**src/design/ymplayer_consts.svh**
```systemverilog
`ifndef YMPLAYER_CONSTS_SVH
`define YMPLAYER_CONSTS_SVH

// song ROM address width, 1024 bytes
`define YM_ROM_AW 10

// credits owned by the sender after reset, also the loader buffer depth
`define YM_CREDITS 4

// clocks per wait tick
`define YM_WAIT_TICK 4

`endif
```
**src/design/ymplayer_pkg.sv**
```systemverilog
package ymplayer_pkg;

	// command opcodes, one byte each in the song image
	// bytes outside this set stop the player like OP_END
	typedef enum logic [7:0] {
		OP_END   = 8'h00,
		OP_WRITE = 8'h01,
		OP_WAIT  = 8'h02
	} player_op_e;

	// loader walks the two length bytes, then the data bytes
	typedef enum logic [1:0] {
		LD_LEN_HI,
		LD_LEN_LO,
		LD_DATA,
		LD_DONE
	} loader_state_e;

	typedef enum logic [2:0] {
		PL_IDLE,
		PL_FETCH_OP,
		PL_FETCH_B1,
		PL_FETCH_B2,
		PL_EXEC,
		PL_WAIT,
		PL_END
	} player_state_e;

endpackage

```
**src/design/rom_wr_if.sv**
```systemverilog
`timescale 1ns/1ps
`include "ymplayer_consts.svh"

interface rom_wr_if;
	logic                  wr_en;
	logic [`YM_ROM_AW-1:0] wr_addr;
	logic [7:0]            wr_data;
	// high from reset until the whole image is in
	logic                  prog;

	modport loader (
		output wr_en,
		output wr_addr,
		output wr_data,
		output prog
	);

	modport memory (
		input wr_en,
		input wr_addr,
		input wr_data,
		input prog
	);
endinterface

```
**src/design/rom_loader.sv**
```systemverilog
`timescale 1ns/1ps
`include "ymplayer_consts.svh"

module rom_loader import ymplayer_pkg::*; (
	input  logic                clk_per,
	input  logic                arst_n,
	input  logic                byte_valid,
	input  logic [7:0]          byte_data,
	output logic                credit_return,
	output logic                credit_error,
	output logic                load_done,
	output logic [`YM_ROM_AW:0] song_len,
	rom_wr_if.loader            wr
);

	localparam int PTR_W = $clog2(`YM_CREDITS);
	localparam int CNT_W = $clog2(`YM_CREDITS + 1);
	localparam logic [15:0] ROM_BYTES = 16'(1 << `YM_ROM_AW);

	logic [7:0]          fifo_mem [`YM_CREDITS];
	logic [PTR_W-1:0]    wr_ptr_q;
	logic [PTR_W-1:0]    rd_ptr_q;
	logic [CNT_W-1:0]    count_q;
	logic                fifo_full;
	logic                push;
	logic                pop;
	logic [7:0]          pop_data;

	loader_state_e       state_q;
	logic [7:0]          len_hi_q;
	logic [15:0]         len_word;
	logic [`YM_ROM_AW:0] addr_q;
	logic [`YM_ROM_AW:0] song_len_q;

	function automatic logic [PTR_W-1:0] ptr_inc(input logic [PTR_W-1:0] ptr);
		if (ptr == PTR_W'(`YM_CREDITS - 1)) begin
			return '0;
		end
		return ptr + 1'b1;
	endfunction

	// a byte on a full buffer means the sender spent a credit it did not own
	assign fifo_full     = (count_q == CNT_W'(`YM_CREDITS));
	assign push          = byte_valid && !fifo_full;
	assign pop           = (count_q != '0);
	assign pop_data      = fifo_mem[rd_ptr_q];
	assign credit_return = pop;

	always_ff @(posedge clk_per) begin
		if (push) begin
			fifo_mem[wr_ptr_q] <= byte_data;
		end
	end

	always_ff @(posedge clk_per or negedge arst_n) begin
		if (!arst_n) begin
			wr_ptr_q     <= '0;
			rd_ptr_q     <= '0;
			count_q      <= '0;
			credit_error <= 1'b0;
		end else begin
			if (push) begin
				wr_ptr_q <= ptr_inc(wr_ptr_q);
			end
			if (pop) begin
				rd_ptr_q <= ptr_inc(rd_ptr_q);
			end
			case ({push, pop})
				2'b10: count_q <= count_q + 1'b1;
				2'b01: count_q <= count_q - 1'b1;
				default: count_q <= count_q;
			endcase
			// sticky until reset
			if (byte_valid && fifo_full) begin
				credit_error <= 1'b1;
			end
		end
	end

	// length arrives high byte first
	assign len_word = {len_hi_q, pop_data};

	always_ff @(posedge clk_per) begin
		if (pop && state_q == LD_LEN_HI) begin
			len_hi_q <= pop_data;
		end
	end

	always_ff @(posedge clk_per or negedge arst_n) begin
		if (!arst_n) begin
			state_q    <= LD_LEN_HI;
			addr_q     <= '0;
			song_len_q <= '0;
		end else if (pop) begin
			case (state_q)
				LD_LEN_HI: begin
					state_q <= LD_LEN_LO;
				end
				LD_LEN_LO: begin
					addr_q <= '0;
					// clamp to what the ROM can hold
					if (len_word > ROM_BYTES) begin
						song_len_q <= ROM_BYTES[`YM_ROM_AW:0];
					end else begin
						song_len_q <= len_word[`YM_ROM_AW:0];
					end
					state_q <= (len_word == '0) ? LD_DONE : LD_DATA;
				end
				LD_DATA: begin
					addr_q <= addr_q + 1'b1;
					if ((addr_q + 1'b1) == song_len_q) begin
						state_q <= LD_DONE;
					end
				end
				// late bytes are drained for their credits only
				default: state_q <= LD_DONE;
			endcase
		end
	end

	assign wr.wr_en   = pop && (state_q == LD_DATA);
	assign wr.wr_addr = addr_q[`YM_ROM_AW-1:0];
	assign wr.wr_data = pop_data;
	assign wr.prog    = (state_q != LD_DONE);

	assign load_done = (state_q == LD_DONE);
	assign song_len  = song_len_q;

endmodule

```
**src/flat_wrapper.sv**
```systemverilog
// flat-port wrapper written by rule: the top's interface ports become plain ports
module rom_loader_flat import ymplayer_pkg::*;
  (clk_per, arst_n, byte_valid, byte_data, credit_return, credit_error, load_done, song_len, wr_wr_en, wr_wr_addr, wr_wr_data, wr_prog);
  rom_wr_if wr_i ();
  input  logic clk_per;
  input  logic arst_n;
  input  logic byte_valid;
  input  logic [7:0] byte_data;
  output logic credit_return;
  output logic credit_error;
  output logic load_done;
  output logic [`YM_ROM_AW:0] song_len;
  output wire logic [$bits(wr_i.wr_en)-1:0] wr_wr_en;
  output wire logic [$bits(wr_i.wr_addr)-1:0] wr_wr_addr;
  output wire logic [$bits(wr_i.wr_data)-1:0] wr_wr_data;
  output wire logic [$bits(wr_i.prog)-1:0] wr_prog;
  assign wr_wr_en = wr_i.wr_en;
  assign wr_wr_addr = wr_i.wr_addr;
  assign wr_wr_data = wr_i.wr_data;
  assign wr_prog = wr_i.prog;
  rom_loader u_core (.clk_per(clk_per), .arst_n(arst_n), .byte_valid(byte_valid), .byte_data(byte_data), .credit_return(credit_return), .credit_error(credit_error), .load_done(load_done), .song_len(song_len), .wr(wr_i));
endmodule
```
**config.mk**
```make
export PLATFORM = sky130hd
export DESIGN_NAME = rom_loader_flat
export DESIGN_NICKNAME = d
export VERILOG_FILES = /design/src/design/ymplayer_pkg.sv /design/src/design/rom_wr_if.sv /design/src/design/rom_loader.sv /design/src/flat_wrapper.sv
export VERILOG_INCLUDE_DIRS = /design/src /design/src/design
export SDC_FILE = /design/constraint.sdc
export NUM_CORES = 1
export LEC_CHECK = 0
export BUFFER_PORTS_ARGS = -buffer_cell sky130_fd_sc_hd__buf_2
export CORE_MARGIN = 1.5
export CORE_UTILIZATION = 43
export CTS_BUF_LIST = sky130_fd_sc_hd__clkbuf_16
export CTS_CLUSTER_DIAMETER = 100
export DETAILED_ROUTE_END_ITERATION = 6
export PLACE_DENSITY = 0.65
export SETUP_SLACK_MARGIN = 0.15
export SLEW_MARGIN = 30
export SYNTH_ARGS = -nofsm -noshare
export SYNTH_HDL_FRONTEND = slang
export SYNTH_SLANG_ARGS = --single-unit
```
**constraint.sdc**
```tcl
create_clock -name clk_per -period 7 [get_ports clk_per]
set_clock_uncertainty 0.1 [all_clocks]
set_input_delay 1.05 -clock clk_per [delete_from_list [all_inputs] [get_ports clk_per]]
set_output_delay 1.05 -clock clk_per [all_outputs]
set_load 0.05 [all_outputs]
```
Word level (Yosys, flattened, before mapping):

Memories as Yosys holds them, arrays and structs flattened.
Index checks and enable logic that the tools add are counted.

* memories: 1
* bits of input ports: 11
* RAM bits: 32
* register bits after elaboration: 40
* output and inout bits: 34

* multiplexer cells: 16
* reductions and logical operators: 13
* eq/ne operators: 11
* add/subtract/negate cells: 5
* magnitude comparators: 1

Memory list
* u_core.fifo_mem: depth 4, bits a word 8, rd ports 1, clocked after Yosys merged registers in 0, write ports 1, line rom_loader.sv:20 `` logic [7:0] fifo_mem [`YM_CREDITS]; ``

Operators by type and width (number)
* $pmux W11 S2: 1
* $gt A16 B11 Y1 const B: 1
* $logic_not A16 Y1: 1
* $add A11 B1 Y11 const B: 1
* $eq A11 B11 Y1: 1
* $mux W11: 1
* $eq A2 B2 Y1 const B: 5
* $mux W2: 5
* $mux W1: 7
* $pmux W2 S3: 1
* $pmux W3 S2: 1
* $reduce_and A2 Y1: 3
* $add A2 B1 Y2 const B: 2
* $eq A2 B1 Y1 const B: 2
* $logic_and A1 B1 Y1: 4
* $reduce_bool A2 Y1: 2
* $add A3 B1 Y3 const B: 1
* $eq A3 B3 Y1 const B: 1
* $reduce_bool A3 Y1: 1
* $sub A3 B1 Y3 const B: 1
* $logic_not A2 Y1: 1
* $ne A2 B1 Y1 const B: 1
* $ne A2 B2 Y1 const B: 1
* $logic_not A1 Y1: 1

Logic depth before layout (Yosys ltp):

* depth in word-level cells: 5
* gate-level depth with buffers: 10
* depth with buffers taken out: 10

Worst setup path after synthesis:

OpenSTA, ideal clock, no wires.

* path kind: register -> output
* from: register u_core.count_q[1]
* to: output wr_wr_en
* stages on the path, launching flop included: 4
* buffers on the path: 0
* path slack: 4.092 ns
* arrival time: 1.758 ns
* required time: 5.850 ns
* cells stage by stage: dfrtp_1 -> nor3_2 -> clkinv_1 -> and2_1

* word-level cells in the longest chain between the ends: 2

Ends and longest elaborated chain
* start: declaration: line rom_loader.sv:23 `logic [CNT_W-1:0] count_q;`
* start signal: assignment: line rom_loader.sv:69 `2'b10: count_q <= count_q + 1'b1;`
* start signal: assignment: line rom_loader.sv:70 `2'b01: count_q <= count_q - 1'b1;`
* start signal: assignment: line rom_loader.sv:71 `default: count_q <= count_q;`
* $reduce_bool A3 Y1: line rom_loader.sv:45 `assign pop = (count_q != '0);`
* named net credit_return: line flat_wrapper.sv:9 `output logic credit_return;`
* $logic_and A1 B1 Y1: line rom_loader.sv:121 `assign wr.wr_en = pop && (state_q == LD_DATA);`
* end: declaration: line flat_wrapper.sv:13 `output wire logic [$bits(wr_i.wr_en)-1:0] wr_wr_en;`

The timed path passes the listed nets, and every way through them passes these cells.

Worst setup path in the final report:

* from: register u_core.count_q[2]
* to: output wr_wr_en

* word-level cells in the longest chain between the ends: 2

Ends and longest elaborated chain (line)
* $reduce_bool A3 Y1: rom_loader.sv:45
* $logic_and A1 B1 Y1: rom_loader.sv:121

Every way passes these cells.

==> results.txt <==
----------------------------------------------------
[STA]
  Setup repair after global routing missed its margin ... no
  Total negative slack ... 0 ns
  Relative slew slack ... 50.0%
  Crit share post-route ... 45.7%
  Slew Limit Fails ... 0
  Worst hold-check slack ... 0.371 ns
  Slew of the pin with the lowest slew margin ... 0.750 ns
  Total setup violations reported at the end of the flow ... 0
  Fmax achieved ... 313 MHz
  Min cycle time layout ... 3.20 ns
  Number of endpoints with negative hold slack in the final report ... 0

[Run status]
  Outcome ... finished, final reports clean

[Synth]
  Leading post-synthesis cells by cell area ... sky130_fd_sc_hd__edfxtp_1, sky130_fd_sc_hd__dfrtp_1, sky130_fd_sc_hd__ha_1
  Compound-cell area share of the yosys netlist ... 10.8%
  Synth warnings ... 0
  Multiplexer share of the synthesized area ... 6.24%
  Main synth FF type ... sky130_fd_sc_hd__edfxtp_1
  Main combinational cell family by area after synthesis ... simple AND/OR/NAND/NOR gates
  Synthesized-area fraction occupied by adder cells ... 4.91%
  Area fraction of the dominant cell type after synthesis ... 34.6%
  Dominant cell by count in the synthesized netlist ... sky130_fd_sc_hd__edfxtp_1
  Proportion of synthesized flip-flops having asynchronous set or reset ... 44.4%
  Number of synthesized flops with an enable pin ... 40
  Leading post-synthesis cells by instance count ... sky130_fd_sc_hd__edfxtp_1, sky130_fd_sc_hd__dfrtp_1, sky130_fd_sc_hd__nand2_1
  Fraction of the mapped netlist area in simple logic gates ... 11.0%
  Average footprint of a synthesized cell ... 12.9 um2
  Gate count after technology mapping ... 269
  Largest area contributor in the netlist ... sky130_fd_sc_hd__edfxtp_1
  Net count of the mapped netlist ... 293
  Count of state elements after synthesis ... 72
  Cell area after synthesis ... 3470 um2
  Parity-gate share of the synthesized area counting xor and xnor cells ... 4.80%
  Sequential cell area fraction in the yosys report ... 57.7%
  Number of unique standard cell types used by synthesis ... 45

[Detailed routing]
  Number of nets still failing antenna checks after routing ... 0
  Wire length on met3 ... 335 um
  Drc violations ... 0
  Total number of vias ... 2237
  Routed len/inst ... 17.4 um
  DR vias/cell ... 5.42
  Total routed wirelength ... 7.18 mm
  Number of optimization iterations in the first detailed-route pass ... 4
  Initial detailed-routing violation count ... 102
  Uppermost routed layer ... met4
  Length of routed wiring on met1 ... 3.12 mm
  Met2 routed wirelength ... 3.58 mm

[Pwr]
  Pwr dens ... 393 nW/um2
  Worst voltage drop across the vdd grid ... 207 uV
  Reported leakage power ... 1.70 nW

[Place]
  Post-detail-place hpwl ... 5.11 mm
  Routability-driven placement congestion ratio ... 0.789
  Post-Place Cells ... 397
  Placement-stage cell area ... 3700 um2
  Count of buffers from port buffering ... 44

[Setup path]
  Reg2reg start ... u_core.addr_q[0]
  Worst EP arrival ... 2.05 ns
  Critical setup path kind ... flop to output port
  R2R Setup Slk ... 4.29 ns
  Cells on worst reg2reg path ... 7
  Largest driver fanout on the critical path ... 9
  End of the worst register-to-register path ... u_core.state_q[0]
  CP Launch Type ... flop
  Crit. End Element ... output port
  Data required time at the worst endpoint ... 5.85 ns

[Clock tree]
  Root Driver ... sky130_fd_sc_hd__clkbuf_16
  Hold-fix buffers at CTS ... 0
  Clock Pin Slew Worst Setup and Hold Paths ... 0.06 ns
  Buffers from clock root to sink, at most ... 2
  Clk Latency, worst-skew pair ... 0.33 ns
  CTS H-Tree Depth ... 3
  Number of buffers inserted during clock tree synthesis ... 9
  TritonCTS clock tree ... done
  Post-cts resize count ... 0
  Number of buffers inserted by post-CTS setup repair ... 0
  TritonCTS Sinks ... 72

[Cells and area]
  Area growth from synthesis to layout ... 16.2%
  Fill cell instance count of the final layout ... 687
  Layout cell share with drive strength beyond 1 ... 23.2%
  Layout Cell Area excl Fill ... 4030 um2
  Number of nets at the end of the flow ... 330
  Final standard cell count with taps included and fillers excluded ... 413
  Core utilization of the finished layout ... 51.9%
  Diodes inserted ... 0

[Die]
  Starting density of the core ... 44.6%
  Number of placement rows ... 32
  Overall die height ... 92.8 um
  Width of the die ... 92.8 um
  Core Region ... 7770 um2
  Io pins ... 45
  Full die area ... 8610 um2

[Run]
  Maximum Capacitance Violations ... 0

[Hold path]
  Startpoint of the tightest hold check path ... u_core.credit_error
  Sink of the worst hold path ... u_core.credit_error
  Number of cells on the worst hold path ... 1
  Class of the tightest hold or removal check ... flop to flop

[Global route]
  Wire length of the first global-routing pass ... 11.5 mm
  Aggregate global-route resource usage ... 17.7%
  Maximum number of pins on one net before global-route repair ... 33
  Number of antenna violations at the first check in global routing ... 0
  Total overflow reported by the global router ... 0
  Number of global-route vias before repair ... 2207

----------------------------------------------------
## registers in the layout, summed over array words and instances (netlist names)
signal / cells
u_core.state_q: 2
u_core.count_q: 3
u_core.rd_ptr_q: 2
u_core.len_hi_q: 8
u_core.wr_ptr_q: 2
u_core.song_len: 11
u_core.fifo_mem: 32
u_core.credit_error: 1
u_core.addr_q: 11
## cell families (layout without fill, tap and decap cells)
group,count (synthesis),in the layout
multiplexers,10,10
adder cells (fa/ha/maj),13,13
AND/OR/NAND/NOR,75,75
AO/OA/AOI/OAI,51,51
buffers and inverters,29,71
XOR/XNOR,19,19
flip-flops,72,72
## stage by stage
stage / total power (W) / setup slack [ns]
final: 0.00158 / 3.80
after global routing: 0.00166 / 3.67
after CTS: 0.00160 / 3.78
after global placement: 0.00108 / 4.12
after detailed placement: 0.00109 / 4.14
after floorplan: 0.000981 / 4.09
## power by group
group          internal, W  switching, W  leakage [nW]  total [W]
sequential        0.000531     0.0000650         0.780   0.000596
clock             0.000316      0.000187         0.157   0.000502
combinational     0.000156      0.000329         0.767   0.000485
total              0.00100      0.000580          1.70    0.00158
## placed cells by master, fill, tap and decap left out, types with 2 or more instances in the layout
cell	n
sky130_fd_sc_hd__buf_2	44
sky130_fd_sc_hd__nor3_1	4
sky130_fd_sc_hd__mux4_1	4
sky130_fd_sc_hd__o21ai_0	14
sky130_fd_sc_hd__or3_1	2
sky130_fd_sc_hd__mux4_2	4
sky130_fd_sc_hd__inv_1	10
sky130_fd_sc_hd__dfrtp_1	32
sky130_fd_sc_hd__and2_1	7
sky130_fd_sc_hd__clkbuf_16	9
sky130_fd_sc_hd__nor2_1	7
sky130_fd_sc_hd__o31ai_1	8
sky130_fd_sc_hd__a21o_1	7
sky130_fd_sc_hd__a21oi_1	2
sky130_fd_sc_hd__xor2_1	7
sky130_fd_sc_hd__clkinv_4	2
sky130_fd_sc_hd__edfxtp_1	40
sky130_fd_sc_hd__bufinv_16	2
sky130_fd_sc_hd__nand3_1	8
sky130_fd_sc_hd__nor4_1	4
sky130_fd_sc_hd__ha_1	12
sky130_fd_sc_hd__nor2b_1	4
sky130_fd_sc_hd__nand4_1	4
sky130_fd_sc_hd__and3_1	5
sky130_fd_sc_hd__a31oi_1	2
sky130_fd_sc_hd__a22o_1	9
sky130_fd_sc_hd__inv_6	2
sky130_fd_sc_hd__nand2_1	25
sky130_fd_sc_hd__a41oi_1	2
sky130_fd_sc_hd__xnor2_1	12
## layout make-up
class	count	area [um2]	area share (%)
flip-flops and latches	72	2000	49.7
multi-input cells	168	1310	32.5
clock buffers	9	225	5.59
repair buffers	44	220	5.47
well taps	102	128	3.17
clock inverters	7	103	2.55
inverters	11	41.3	1.02
## layer usage
layer | GRT usage [%] | vias up
met5 | 0 | -
met4 | 6.44 | 0
met3 | 5.50 | 15
met2 | 29.0 | 55
met1 | 22.1 | 1100
li1 | - | 1067
## worst max-delay path, cell delays in order (launching register included)
cell	delay, ns
sky130_fd_sc_hd__dfrtp_1	0.43
sky130_fd_sc_hd__nor3_2	0.40
sky130_fd_sc_hd__clkinv_1	0.40
sky130_fd_sc_hd__and2_1	0.28
sky130_fd_sc_hd__buf_2	0.20
## worst max-delay path by stage
stage | slack [ns] | startpoint | end
2_1_floorplan | 4.09 | u_core.count_q[1] | wr_wr_en
3_3_place_gp | 4.12 | u_core.count_q[2] | wr_wr_en
3_5_place_dp | 4.14 | u_core.count_q[1] | wr_wr_en
4_1_cts | 3.78 | u_core.count_q[2] | wr_wr_en
5_1_grt | 3.67 | u_core.count_q[2] | wr_wr_en
6_report | 3.80 | u_core.count_q[2] | wr_wr_en
No activity file was read; power rests on OpenSTA's default activity.
