`config.mk`:
```
export PLATFORM = sky130hd
export DESIGN_NAME = song_player
export DESIGN_NICKNAME = d
export VERILOG_FILES = /design/src/design/ymplayer_pkg.sv /design/src/design/song_player.sv
export VERILOG_INCLUDE_DIRS = /design/src /design/src/design
export SDC_FILE = /design/constraint.sdc
export NUM_CORES = 1
export LEC_CHECK = 0
export BUFFER_PORTS_ARGS = -buffer_cell sky130_fd_sc_hd__buf_2
export CORE_MARGIN = 2
export CORE_UTILIZATION = 30
export CTS_CLUSTER_DIAMETER = 80
export DETAILED_ROUTE_END_ITERATION = 6
export SLEW_MARGIN = 0
export SYNTH_ARGS = -nofsm -noshare
export SYNTH_HDL_FRONTEND = slang
export SYNTH_SLANG_ARGS = --single-unit
```
`constraint.sdc`:
```
create_clock -name clk_per -period 2.9 [get_ports clk_per]
set_input_delay 0.435 -clock clk_per [delete_from_list [all_inputs] [get_ports clk_per]]
set_output_delay 0.435 -clock clk_per [all_outputs]
set_load 0.02 [all_outputs]
```
`src/design/ymplayer_consts.svh`:
```
`ifndef YMPLAYER_CONSTS_SVH
`define YMPLAYER_CONSTS_SVH

// song ROM address width, 1024 bytes
`define YM_ROM_AW 10

// credits owned by the sender after reset, also the loader buffer depth
`define YM_CREDITS 4

// clocks per wait tick
`define YM_WAIT_TICK 4

`endif
```
`src/design/ymplayer_pkg.sv`:
```
package ymplayer_pkg;

	// command opcodes, one byte each in the song image
	// bytes outside this set stop the player like OP_END
	typedef enum logic [7:0] {
		OP_END   = 8'h00,
		OP_WRITE = 8'h01,
		OP_WAIT  = 8'h02
	} player_op_e;

	// loader walks the two length bytes, then the data bytes
	typedef enum logic [1:0] {
		LD_LEN_HI,
		LD_LEN_LO,
		LD_DATA,
		LD_DONE
	} loader_state_e;

	typedef enum logic [2:0] {
		PL_IDLE,
		PL_FETCH_OP,
		PL_FETCH_B1,
		PL_FETCH_B2,
		PL_EXEC,
		PL_WAIT,
		PL_END
	} player_state_e;

endpackage

```
`src/design/song_player.sv`:
```
`timescale 1ns/1ps
`include "ymplayer_consts.svh"

module song_player import ymplayer_pkg::*; (
	input  logic                  clk_per,
	input  logic                  arst_n,
	input  logic                  play,
	input  logic                  load_done,
	input  logic [`YM_ROM_AW:0]   song_len,
	output logic [`YM_ROM_AW-1:0] rd_addr,
	input  logic [7:0]            rd_data,
	output logic                  opm_wr,
	output logic [7:0]            opm_addr,
	output logic [7:0]            opm_data,
	output logic                  song_done
);

	localparam int TICK_W = $clog2(`YM_WAIT_TICK + 1);

	player_state_e         state_q;
	logic [`YM_ROM_AW:0]   addr_q;
	logic [`YM_ROM_AW+1:0] cmd_end;
	player_op_e            op_q;
	logic [7:0]            b1_q;
	logic [15:0]           ticks_q;
	logic [TICK_W-1:0]     tick_cnt_q;
	logic [15:0]           wait_count;
	logic                  tick_done;

	// address one past the command about to be fetched
	assign cmd_end    = {1'b0, addr_q} + 3'd3;
	assign rd_addr    = addr_q[`YM_ROM_AW-1:0];
	// byte 2 is on rd_data during PL_EXEC
	assign wait_count = {b1_q, rd_data};
	assign tick_done  = (tick_cnt_q == TICK_W'(`YM_WAIT_TICK - 1));
	assign song_done  = (state_q == PL_END);

	always_ff @(posedge clk_per or negedge arst_n) begin
		if (!arst_n) begin
			state_q    <= PL_IDLE;
			addr_q     <= '0;
			ticks_q    <= '0;
			tick_cnt_q <= '0;
			opm_wr     <= 1'b0;
		end else begin
			opm_wr <= 1'b0;
			case (state_q)
				PL_IDLE: begin
					addr_q <= '0;
					if (load_done && play) begin
						state_q <= PL_FETCH_OP;
					end
				end
				PL_FETCH_OP: begin
					// a command cut short by the length ends the song
					if (cmd_end > song_len) begin
						state_q <= PL_END;
					end else begin
						addr_q  <= addr_q + 1'b1;
						state_q <= PL_FETCH_B1;
					end
				end
				PL_FETCH_B1: begin
					addr_q  <= addr_q + 1'b1;
					state_q <= PL_FETCH_B2;
				end
				PL_FETCH_B2: begin
					addr_q  <= addr_q + 1'b1;
					state_q <= PL_EXEC;
				end
				PL_EXEC: begin
					case (op_q)
						OP_WRITE: begin
							opm_wr  <= 1'b1;
							state_q <= PL_FETCH_OP;
						end
						OP_WAIT: begin
							tick_cnt_q <= '0;
							ticks_q    <= wait_count;
							state_q    <= (wait_count == '0) ? PL_FETCH_OP : PL_WAIT;
						end
						// OP_END and unknown opcodes
						default: begin
							state_q <= PL_END;
						end
					endcase
				end
				PL_WAIT: begin
					if (tick_done) begin
						tick_cnt_q <= '0;
						ticks_q    <= ticks_q - 1'b1;
						if (ticks_q == 16'd1) begin
							state_q <= PL_FETCH_OP;
						end
					end else begin
						tick_cnt_q <= tick_cnt_q + 1'b1;
					end
				end
				// PL_END holds until reset
				default: begin
					state_q <= PL_END;
				end
			endcase
		end
	end

	// command bytes trail the read address by one clock
	always_ff @(posedge clk_per) begin
		case (state_q)
			PL_FETCH_B1: begin
				op_q <= player_op_e'(rd_data);
			end
			PL_FETCH_B2: begin
				b1_q <= rd_data;
			end
			PL_EXEC: begin
				if (op_q == OP_WRITE) begin
					opm_addr <= b1_q;
					opm_data <= rd_data;
				end
			end
			default: begin
				b1_q <= b1_q;
			end
		endcase
	end

endmodule

```
* Word level (Yosys, flattened, before mapping)
Index checks and enable logic that the tools add are counted.
** Word-level totals
- Output and inout bits :: 28
- Register bits after elaboration :: 66
- Logic and storage cells :: 57
** Operators by class
- Muxes and demuxes :: 17
- Add/sub/neg operators :: 4
- Eq/ne operators :: 15
- Magnitude comparators :: 1
- Reductions and logical operators :: 11
** Operators by type and width (count)
- $pmux W11 S3 :: 1
- $mux W16 :: 2
- $pmux W16 S2 :: 1
- $mux W3 :: 7
- $pmux W3 S6 :: 1
- $eq A16 B1 Y1 const B :: 1
- $logic_not A16 Y1 :: 1
- $sub A16 B1 Y16 const B :: 1
- $add A11 B2 Y12 const B :: 1
- $gt A12 B11 Y1 :: 1
- $pmux W3 S2 :: 2
- $add A11 B1 Y11 const B :: 1
- $mux W11 :: 1
- $eq A3 B2 Y1 const B :: 3
- $eq A3 B3 Y1 const B :: 3
- $eq A8 B1 Y1 const B :: 1
- $eq A8 B2 Y1 const B :: 1
- $ne A2 B2 Y1 const B :: 4
- $reduce_and A2 Y1 :: 3
- $reduce_and A3 Y1 :: 2
- $add A3 B1 Y3 const B :: 1
- $eq A3 B1 Y1 const B :: 1
- $logic_not A3 Y1 :: 1
- $reduce_bool A3 Y1 :: 1
- 5 further kinds :: 6

* Longest topological paths before layout
Gate-level depths: netlist of the first run.
- Word-level depth :: 4
- Depth in mapped cells :: 13
- Depth with buffers taken out :: 12

* Worst setup path before layout of the first run
No wires, ideal clock.
- Kind :: register -> register
- Start :: reg state_q[1]
- End :: reg opm_addr[0], enable pin
- Stages on the path, launching flop included :: 5
- Arrival :: 2.756 ns
- Path slack :: -0.289 ns
- Setup time :: 0.433 ns
- Clock period less this slack :: 3.189 ns
- Buffers on the path :: 1
- Cells stage by stage :: dfrtp_1 -> clkdlybuf4s50_2 -> inv_1 -> nand2_1 -> nor4_1
** On the way
- Longest elaborated chain between the ends :: 2
** RTL lines
- from (decl) :: RTL line song_player.sv:20 : player_state_e state_q;
- from (signal assigned) :: RTL line song_player.sv:80 : state_q <= (wait_count == '0) ? PL_FETCH_OP : PL_WAIT;
- $eq A3 B3 Y1 :: RTL line song_player.sv:109 : case (state_q)
- $reduce_and A2 Y1 (no line)
- to (signal assigned) :: RTL line song_player.sv:118 : opm_addr <= b1_q;
- to (decl) :: RTL line song_player.sv:13 : output logic [7:0] opm_addr,
No other way between the ends.
A chain may end at the register's enable or synchronous reset.

* Final worst setup path of the first run
- Start :: reg addr_q[2]
- End :: reg state_q[2]
** On the way
- Longest elaborated chain between the ends :: 4
** RTL lines
- from (decl) :: RTL line song_player.sv:21 : logic [`YM_ROM_AW:0] addr_q;
- from (signal assigned) :: RTL line song_player.sv:59 : addr_q <= addr_q + 1'b1;
- from (signal assigned) :: RTL line song_player.sv:64 : addr_q <= addr_q + 1'b1;
- from (signal assigned) :: RTL line song_player.sv:68 : addr_q <= addr_q + 1'b1;
- $add A11 B2 Y12 :: RTL line song_player.sv:31 : assign cmd_end = {1'b0, addr_q} + 3'd3;
- $gt A12 B11 Y1 :: RTL line song_player.sv:56 : if (cmd_end > song_len) begin
- $mux W3 :: RTL line song_player.sv:56
- $pmux W3 S6 :: RTL line song_player.sv:47 : case (state_q)
No other way between the ends.

==> impl_results.md, run 1 <==
* Final Hold Vio Count at 0
* WL met2 at 4319 µm
* Highest metal used: met4
* H-tree depth at 3
* Critical Path AT at 3.14 ns
* Area contributors post-synth: edfxtp_1 (27%), dfrtp_1 (24%), ha_1 (5.6%)
* Avg Inst Size Synth at 10.11 µm²
* Hpwl dp at 6326 µm
* Final Critical Period at 2.892 ns
* DRC at 5
* Final setup fails at 0
* Pin count of the biggest net entering global routing at 35
* FF-to-FF Start: addr_q[2]
* Slew Limit Fails at 0
* Clk_lat worst skew at 0.33 ns
* Slew Limit Headroom at 46.10%
* FF/Latch Area at 0.001814 mm²
* Post-synthesis cell type count at 53
* Setup TNS at 0 ns
* Area leader, netlist: edfxtp_1
* Global-route usage over all layers at 14.25%
* CTS tree: built
* Mapped Nets at roughly 390
* M1 wire length at about 4000 µm
* Synth Flop Type: dfrtp_1
* Core Area at 0.01152 mm²
* Site Rows at 39
* Synth Area in XOR/XNOR at 2.209%
* FF+latch count, synth at 66
* Critical path startpoint: addr_q[2]
* Synth Instances at 353
* CTS buffer count at 9
* Sequential share of power at a little under half
* Adder-Cell Fraction of Synth Area at 5.610%
* PnR worst setup slack at around 0.0084 ns
* Number of global-route vias before repair at around 2900
* Pleak at 1.833 nW
* # IOs at between 50 and 60
* Met3 WL at 544 µm
* FFs w/ async S/R, synth at between 50% and 60%
* Post-synth EDFFs at 32
* R2R Setup Slk at 0.008 ns
* Clock root buffer: clkbuf_16
* Starting Density at approximately 31%
* Final core utilization at 38.89%
* Number of DRC markers in iteration 0 at 150
* Setup crit end kind: flip-flop
* DR vias/cell at 5.283
* Largest family of logic cells by synthesized area: compound AO/OA/AOI/OAI gates
* Detail Route Antenna Nets at 0
* Sequential fraction of the synthesis area at about half
* Total Wirelength at 9042 µm
* Clk sinks at 66
* Netlist Area Pre-Place at between 0.003 and 0.004 mm²
* Antenna violations before repair at 0
* Status: complete, but fails checks
* Fillcell total at 1154
* Kind of critical path: reg2reg
* RD Place Congestion at 0.7924
* WL/cell at 16.00 µm
* Yosys Warn Count at 0
* IO Port Bufs at 50
* Pre-antenna DRT Iters at 7
* Total of max-cap violations at 0
* Period utilization at 99.71%
* Net Switching at roughly 0.00048 W
* Most common cell in the netlist: dfrtp_1
* CP startpoint kind: flip-flop
* Die Height at 113.1 µm
* Hold crit path type: in2async
* Clock power frac at between 50% and 60%
* Synth Area in Compound Gates at around 18%
* Failing checks: design-rule violations
* PD cells at 482.2 mW/mm²
* Required @ worst endpoint at 3.14 ns
* Die area at 0.01278 mm²
* Power Internal at 0.001684 W
* Share of cells above drive strength 1 at 29.15%
* Yosys top cell area share at 26.93%
* Area Growth Syn to Fin at 25.49%
* Simple-gate portion of the synthesized area at 17.04%
* Switching share of power at 22.02%
* Vias at 2985
* Unrepaired setup endpoints after global routing: yes
* Max Buffers Root-to-Sink at 2
* Worst Tran Pin Value at 0.8085 ns
* Grt total ovfl at 0
* Max IR drop VDD at 0.3997 mV
* NumNets Final at 456
* Achievable frequency at 345.8 MHz
* Logic pwr share at 2.8%
* Post-synthesis mux area share at 0%
* Diode count at 0
* Global-route wire length before repair at 14570 µm
* Crit Path Max Fanout at 7
* Clk pin slew, worst setup/hold paths at 0.06 ns
* Width of the die at 113.1 µm
* Multi-input logic area at 0.001619 mm²
* Skew final at 0.007616 ns
* Pre-CTS setup slack at -0.04651 ns
* Synth cell count leaders: dfrtp_1 (34), edfxtp_1 (32), o21ai_0 (26)
what timing repair did:
item                                    4_1_cts  5_1_grt
resized for setup                             7       13
buffers inserted                              0        2
pin swaps                                     1        9
gates cloned                                  0        0
endpoints found under the setup margin        7       12
hold buffers                                  0        0
metrics by stage:
step | area, µm² | power (W) | hold slack [ns] | cells
3_3_place_gp | 4061 | 0.001056 | 0.4886 | 547
3_5_place_dp | 4061 | 0.001058 | 0.4814 | 547
5_1_grt | 4478 | 0.002224 | 0.2590 | 565
2_1_floorplan | 3578 | 0.001016 | 0.1394 | 353
4_1_cts | 4410 | 0.002175 | 0.2128 | 563
6_report | 4478 | 0.002159 | 0.1865 | 565
logic make-up (layout without fill, tap and decap cells):
logic type / Yosys count / in the layout
simple gates: 115 / 115
compound gates: 98 / 98
flops: 66 / 66
xor+xnor: 9 / 9
buf+inv: 49 / 118
fa+ha+maj: 16 / 16
path summary, 6_finish.rpt:
kind                       cells after the start             to
min                                            1     ticks_q[7]
max                                           12     state_q[2]
min reg2reg                                    1  tick_cnt_q[0]
min in group clk_per                           1    opm_data[0]
max in group asynchronous                      1      addr_q[0]
max reg2reg                                   12     state_q[2]
critical path, cell delays in order (launching register included):
cell	delay (ns)
dfrtp_1	0.34
nand4_1	0.24
nor2_2	0.21
nand3_1	0.13
xnor2_1	0.17
ha_1	0.27
nand3_1	0.09
or3_4	0.37
or3_4	0.36
a31oi_4	0.23
buf_6	0.16
o221ai_2	0.09
a22oi_1	0.14
layout make-up:
class,instances,share of cell area [%]
Clock buffer,9,5.029
Clock inverter,7,1.844
Inverter,23,1.928
Multi-Input combinational cell,238,36.16
Sequential cell,66,40.51
Tap cell,143,3.996
Timing Repair Buffer,79,10.53
cell usage in the layout, fill, tap and decap left out, types with 3 or more instances in the layout:
master and count:
a22oi_1 4, nand2_1 21, nor2_2 3, o32ai_1 3, nand2b_1 3, nor2b_1 5
nor3_1 12, a21oi_1 25, nor2_1 20, edfxtp_1 32, and3_1 3, nand4_1 4
nor4_1 6, o22ai_1 3, nand3_1 19, buf_2 50, clkbuf_16 9, dfrtp_1 32
inv_1 22, o21ai_0 25, o31ai_1 13, xnor2_1 5, buf_4 28, xor2_1 3
inv_6 3, or3_4 3, ha_1 16
sequential cells by signal (all words and copies together), names as in the netlist, 3 cells and up:
name	cells
opm_addr	8
addr_q	11
op_q	8
ticks_q	16
state_q	3
b1_q	8
tick_cnt_q	3
opm_data	8
layer usage:
metal / GRT usage, % / up-vias
met4: 6.260 / 0
met2: 22.91 / 97
met5: 0 / -
li1: - / 1429
met3: 2.625 / 12
met1: 18.84 / 1447
power groups by stage:
stage,sequential [W],clock [W],combinational (W)
6_report,0.000981,0.00112,0.0000605
5_1_grt,0.000980,0.00118,0.0000673
4_1_cts,0.000981,0.00113,0.0000597
3_5_place_dp,0.000999,0,0.0000581
3_3_place_gp,0.000999,0,0.0000561
2_1_floorplan,0.00100,0,0.0000165
Note: power is estimated with default switching activity, not from simulation.
==> run 2, diff against run 1 <==
BUFFER_PORTS_ARGS = default   (was -buffer_cell sky130_fd_sc_hd__buf_2)
DONT_BUFFER_PORTS = 1   (was default)
==> run 2 against run 1 <==
Effect of this change:
- the flow still finishes with violations (design-rule violations)
- final area down 4.5%
- first-iteration DRC count up 41%
- via count down 6.4%
- non-clock buffer count down 44
- clock skew down 0.0015 ns
- sequential power about the same
- routed wire length down 4.2%
- register-to-register slack better by 0.02 ns
- core utilization down 1.7 points
- critical path type unchanged
==> impl_results.md, run 2 (synthesized netlist as in run 1, its figures left out) <==
* CTS buffer count at 9
* Hpwl dp at 6082 µm
* Slowest stage delay, CP at 0.39 ns
* H-tree depth at 3
* Period utilization at 99.04%
* Crit Path Max Fanout at 5
* Area Growth Syn to Fin at 19.88%
* Max IR drop VDD at 0.6725 mV
* FF/Latch Area at approximately 0.0018 mm²
* WL/cell at 16.62 µm
* Width of the die at 113.1 µm
* Skew final at 0.006069 ns
* Total of max-cap violations at 0
* Achievable frequency at 348.2 MHz
* Slew Limit Headroom at 49.47%
* Pre-antenna DRT Iters at 7
* Global-route wire length before repair at 14300 µm
* Critical-path top delay cell: or3_4
* Starting Density at 30.99%
* # IOs at 51
* Antenna violations before repair at 0
* Final core utilization at between 30% and 40%
* DR vias/cell at around 5.4
* CTS tree: built
* Final Critical Period at 2.872 ns
* Top Registers: ticks_q: 16 flops, addr_q: 11 flops
* Worst Tran Pin Value at 0.7535 ns
* Number of global-route vias before repair at 2789
* Commonest non-fill, non-tap cell in the layout: dfrtp_1
* Site Rows at 39
* Multi-input logic area at 0.001609 mm²
* Final setup fails at 0
* Critical Path AT at 3.09 ns
* Detail Route Antenna Nets at 0
* Failing checks: design-rule violations
* Number of DRC markers in iteration 0 at 212
* Pin count of the biggest net entering global routing at 35
* IO Port Bufs at 0
* Clock root buffer: clkbuf_16
* Critical path startpoint: addr_q[2]
* FF-to-FF Start: addr_q[2]
* Kind of critical path: reg2reg
* Setup crit end kind: flip-flop
* Max FFs per register at 16
* DRC at 5
* Startpoint of the worst hold path: rd_data[3]
* Unrepaired setup endpoints after global routing: yes
* Slew Limit Fails at 0
* Vias at between 2000 and 3000
* Share of cells above drive strength 1 at 19.84%
* Required @ worst endpoint at 3.12 ns
* Core Area at between 0.01 and 0.015 mm²
* Max Buffers Root-to-Sink at 2
* CP startpoint kind: flip-flop
* Grt total ovfl at 0
* Most flops, register: ticks_q
* Final Hold Vio Count at 0
* RD Place Congestion at 0.7814
* PD cells at between 400 and 500 mW/mm²
* Hold crit path type: in2reg
* Fillcell total at 1118
* Pleak at ~1.7 nW
* Commonest non-fill, non-tap cells in the layout: dfrtp_1 (33), edfxtp_1 (32), buf_4 (30), o21ai_0 (25), a21oi_1 (25)
* R2R Setup Slk at 0.03 ns
* Global-route usage over all layers at 14.31%
* Met3 WL at 742 µm
* M1 wire length at 3706 µm
* Die area at approximately 0.013 mm²
* Total Wirelength at 8661 µm
* Clk sinks at 66
* Hold slack final at 0.1927 ns
* Clk_lat worst skew at between 0.3 and 0.4 ns
* Highest metal used: met4
* WL met2 at roughly 4100 µm
* Crit path cell chain: nand4_1, nor2_2, nand2_2, xnor2_2, ha_1, nand2_2, or3_4, or3_4, a31oi_4, buf_6, buf_4, o21ai_0, o41ai_1
* Diode count at 0
* NumNets Final at 412
* Clk pin slew, worst setup/hold paths at 0.06 ns
* Die Height at 113.1 µm
* Status: complete, but fails checks
-- run 2: cell type report --
cell class	count	share of cell area [%]
Tap cell	143	4.183
Timing Repair Buffer	35	6.756
Sequential cell	66	42.38
Clock inverter	7	1.784
Clock buffer	9	5.265
Multi-Input combinational cell	238	37.61
Inverter	23	2.018
-- run 2: power by group --
part / internal [W] / total [W] / switching, W
clock: 0.000672 / 0.00110 / 0.000424
sequential: 0.000981 / 0.000981 / 0
combinational: 0.0000172 / 0.0000407 / 0.0000235
total: 0.00167 / 0.00212 / 0.000448
-- run 2: what timing repair did --
| item | 4_1_cts | 5_1_grt |
|---|---|---|
| endpoints found under the setup margin | 10 | 12 |
| gates resized for setup | 8 | 11 |
| cloned | 0 | 0 |
| hold buffers | 2 | 0 |
| pin swaps | 2 | 11 |
| setup buffers | 0 | 3 |
| endpoints found under the hold margin | 34 | 0 |
-- run 2: path summary, 6_finish.rpt --
kind	end	depth (start not counted)
min in group asynchronous	ticks_q[10]	2
worst min register to register	opm_addr[1]	0
worst max-delay path	addr_q[1]	13
worst max register to register	addr_q[1]	13
worst min-delay path	opm_data[3]	0
max in group asynchronous	addr_q[0]	2
-- run 2: per-layer routing --
| metal | vias to the layer above | track usage, % |
|---|---|---|
| li1 | 1339 | - |
| met1 | 1337 | 17.87 |
| met2 | 100 | 22.79 |
| met3 | 17 | 5.088 |
| met4 | 0 | 5.528 |
| met5 | - | 0 |
-- run 2: stage by stage --
stage / setup TNS, ns / instance area (µm²) / worst slack [ns] / std cells / power, W
CTS: 0 / 4207 / 0.001235 / 518 / 0.002150
finish: 0 / 4278 / 0.02786 / 521 / 0.002118
global route: -1.500 / 4278 / -0.1536 / 521 / 0.002200
global placement: 0 / 3834 / 0.01314 / 500 / 0.001021
detailed placement: -0.2734 / 3834 / -0.08518 / 500 / 0.001022
floorplan: 0 / 3578 / 0.006338 / 353 / 0.001016
-- run 2: critical path: cells and delay by family (launching register included) --
kind | cells | cell delay [ns]
simple gates | 6 | 1.34
flops | 1 | 0.36
compound gates | 3 | 0.35
fa+ha+maj | 1 | 0.31
buf+inv | 2 | 0.26
xor+xnor | 1 | 0.13
==> run 3, diff against run 2 <==
CELL_PAD_IN_SITES_DETAIL_PLACEMENT = 0   (was default)
CELL_PAD_IN_SITES_GLOBAL_PLACEMENT = 1   (was default)
CORE_MARGIN = 1.5   (was 2)
GPL_TIMING_DRIVEN = 0   (was default)
PLACE_DENSITY_LB_ADDON = 0.1   (was default)
==> run 3 against run 2 <==
Effect of this change:
- the flow still finishes with violations (design-rule violations)
- die area down 1.8%
- clock skew up 0.0014 ns
- clock power up 4%
- largest cell class unchanged
- maximum frequency down 0.73%
- setup slack worse by 0.021 ns
- sequential cell count unchanged
- sequential share of layout area down 1.0 points
- clock-buffer cell count unchanged
- combinational power up 8.6%
- via count down 0.14%
==> impl_results.md, run 3 (synthesized netlist as in run 1, its figures left out) <==
* Status: complete, but fails checks
* Failing checks: design-rule violations
* Area Growth Syn to Fin at 23.21%
* Detail Route Antenna Nets at 0
* DR vias/cell at between 5 and 6
* Clk_lat worst skew at between 0.3 and 0.4 ns
* Required @ worst endpoint at 3.12 ns
* Vias at 2789
* Core Area at around 0.012 mm²
* Max FFs per register at 16
* Multi-input logic area at roughly 0.0017 mm²
* Worst Tran Pin Value at just over 1 ns
* H-tree depth at 3
* Setup crit end kind: flip-flop
* Final Critical Period at 2.893 ns
* Final Hold Vio Count at 0
* Slew Limit Headroom at 30.58%
* Starting Density at 30.99%
* Period utilization at between 90% and 100%
* Tot Pwr at between 0.002 and 0.0025 W
* Clock root buffer: clkbuf_16
* # IOs at 51
* CTS buffer count at 9
* Final instance area at 0.004397 mm²
* Die Height at 112.1 µm
* Top Registers: ticks_q: 16 flops, addr_q: 11 flops
* Pre-antenna DRT Iters at 7
* Width of the die at 112.1 µm
* Unrepaired setup endpoints after global routing: yes
* Commonest non-fill, non-tap cell in the layout: edfxtp_1
* Die area at 0.01256 mm²
* Clk sinks at 66
* Placed Cells at 497
* CP startpoint kind: flip-flop
* Non-Filler Instances at 531
* Slew Limit Fails at 0
* Crit Path Max Fanout at 6
* Antenna violations before repair at 0
* R2R cell count at 11
* Global-route wire length before repair at around 16000 µm
* FF-to-FF Start: addr_q[2]
* Max IR drop VDD at 0.2885 mV
* Commonest non-fill, non-tap cells in the layout: edfxtp_1 (32), dfrtp_1 (29), buf_4 (28), a21oi_1 (25), o21ai_0 (23)
* Startpoint of the worst hold path: rd_data[0]
* Total of max-cap violations at 0
* R2R Setup Slk at between 0.006 and 0.007 ns
* Skew final at around 0.0075 ns
* IO Port Bufs at 0
* NumNets Final at 422
* Most flops, register: ticks_q
* FF-to-FF End: addr_q[8]
* Area post-placement at 0.003777 mm²
* PnR worst setup slack at 0.006795 ns
* Kind of critical path: reg2reg
* PD cells at around 490 mW/mm²
* Number of global-route vias before repair at 2901
* Global-route usage over all layers at about 17%
* Grt total ovfl at 0
* Fillcell total at around 1200
* Final core utilization at 38.18%
* CTS tree: built
* Share of cells above drive strength 1 at between 20% and 30%
* Diode count at 0
* Final setup fails at 0
* Hpwl dp at 6742 µm
* Pre-CTS setup slack at -0.4777 ns
* Clk pin slew, worst setup/hold paths at 0.06 ns
* Total Wirelength at 9832 µm
* Pin count of the biggest net entering global routing at 35
* WL/cell at ~19 µm
* End point of the worst hold path: b1_q[0]
* Hold Path Depth at 0
* Critical Path AT at 3.12 ns
* Hold crit path type: in2reg
* Number of DRC markers in iteration 0 at 86
* Achievable frequency at roughly 350 MHz
* Pleak at ~1.7 nW
* Site Rows at 39
* RD Place Congestion at 0.7771
* FF/Latch Area at 0.001818 mm²
* Max Buffers Root-to-Sink at 2
* DRC at 4
run 3: cell types whose count changed in the layout (fill, tap and decap cells not counted), moves of 3 or more:
| cell | before | now |
|---|---|---|
| clkbuf_1 | 0 | 7 |
| dfrtp_1 | 33 | 29 |
| dfrtp_2 | 1 | 5 |
| nor3_1 | 13 | 10 |
| o31ai_1 | 14 | 11 |
| o31ai_2 | 0 | 3 |
run 3: repair_timing:
item | 4_1_cts | 5_1_grt
hold buffers | 2 | 0
hold endpoints to repair | 34 | 0
pin swaps | 16 | 6
endpoints found under the setup margin | 12 | 12
gates cloned | 0 | 1
buffers inserted | 15 | 3
resized for setup | 27 | 17
run 3: per-layer routing:
metal  vias to the layer above  global-route usage (%)  part of all wire [%]
li1                       1359                       -                     -
met1                      1350                   20.22                    43
met2                        62                   28.23                    50
met3                        18                   4.860                   4.8
met4                         0                   6.076                   2.1
met5                         -                       0                     0
run 3: power breakdown:
part	internal [W]	total (W)	switching [W]
clock network	0.000681	0.00114	0.000464
logic	0.0000181	0.0000442	0.0000261
registers	0.000981	0.000981	0
run 3: cell type report:
| class | count | area share [%] |
|---|---|---|
| plain buffers | 23 | 3.472 |
| clock buffers | 9 | 5.122 |
| clock inverters | 7 | 1.878 |
| inverters | 23 | 1.964 |
| multi-input cells | 238 | 37.79 |
| flip-flops and latches | 66 | 41.35 |
| well taps | 143 | 4.069 |
| repair buffers | 22 | 4.354 |
run 3: metrics by stage:
step                TNS, ns  hold WS [ns]
floorplan                 0        0.1394
global placement     -7.950        0.1408
detailed placement   -5.180        0.1408
CTS                 -0.1361        0.1804
global route         -1.445        0.1709
finish                    0        0.1883
run 3: critical path, cell delays in order (launching register included):
cell and delay, ns:
dfrtp_1 0.39, nand4_1 0.21, buf_4 0.21, nor3_4 0.11
xor2_1 0.09, ha_1 0.31, nand3_2 0.08, or3_4 0.35
or3_4 0.36, a31oi_4 0.30, nor3_2 0.09, a211o_1 0.27
run 3: worst max-delay path by stage:
stage	startpoint	end	slack, ns	cells past startpoint
global route	addr_q[2]	addr_q[7]	-0.15	12
detailed placement	addr_q[2]	addr_q[6]	-0.48	13
finish	addr_q[2]	addr_q[8]	0.007	11
CTS	addr_q[3]	addr_q[8]	-0.02	13
floorplan	addr_q[0]	addr_q[8]	0.006	12
global placement	addr_q[2]	addr_q[6]	-0.48	13
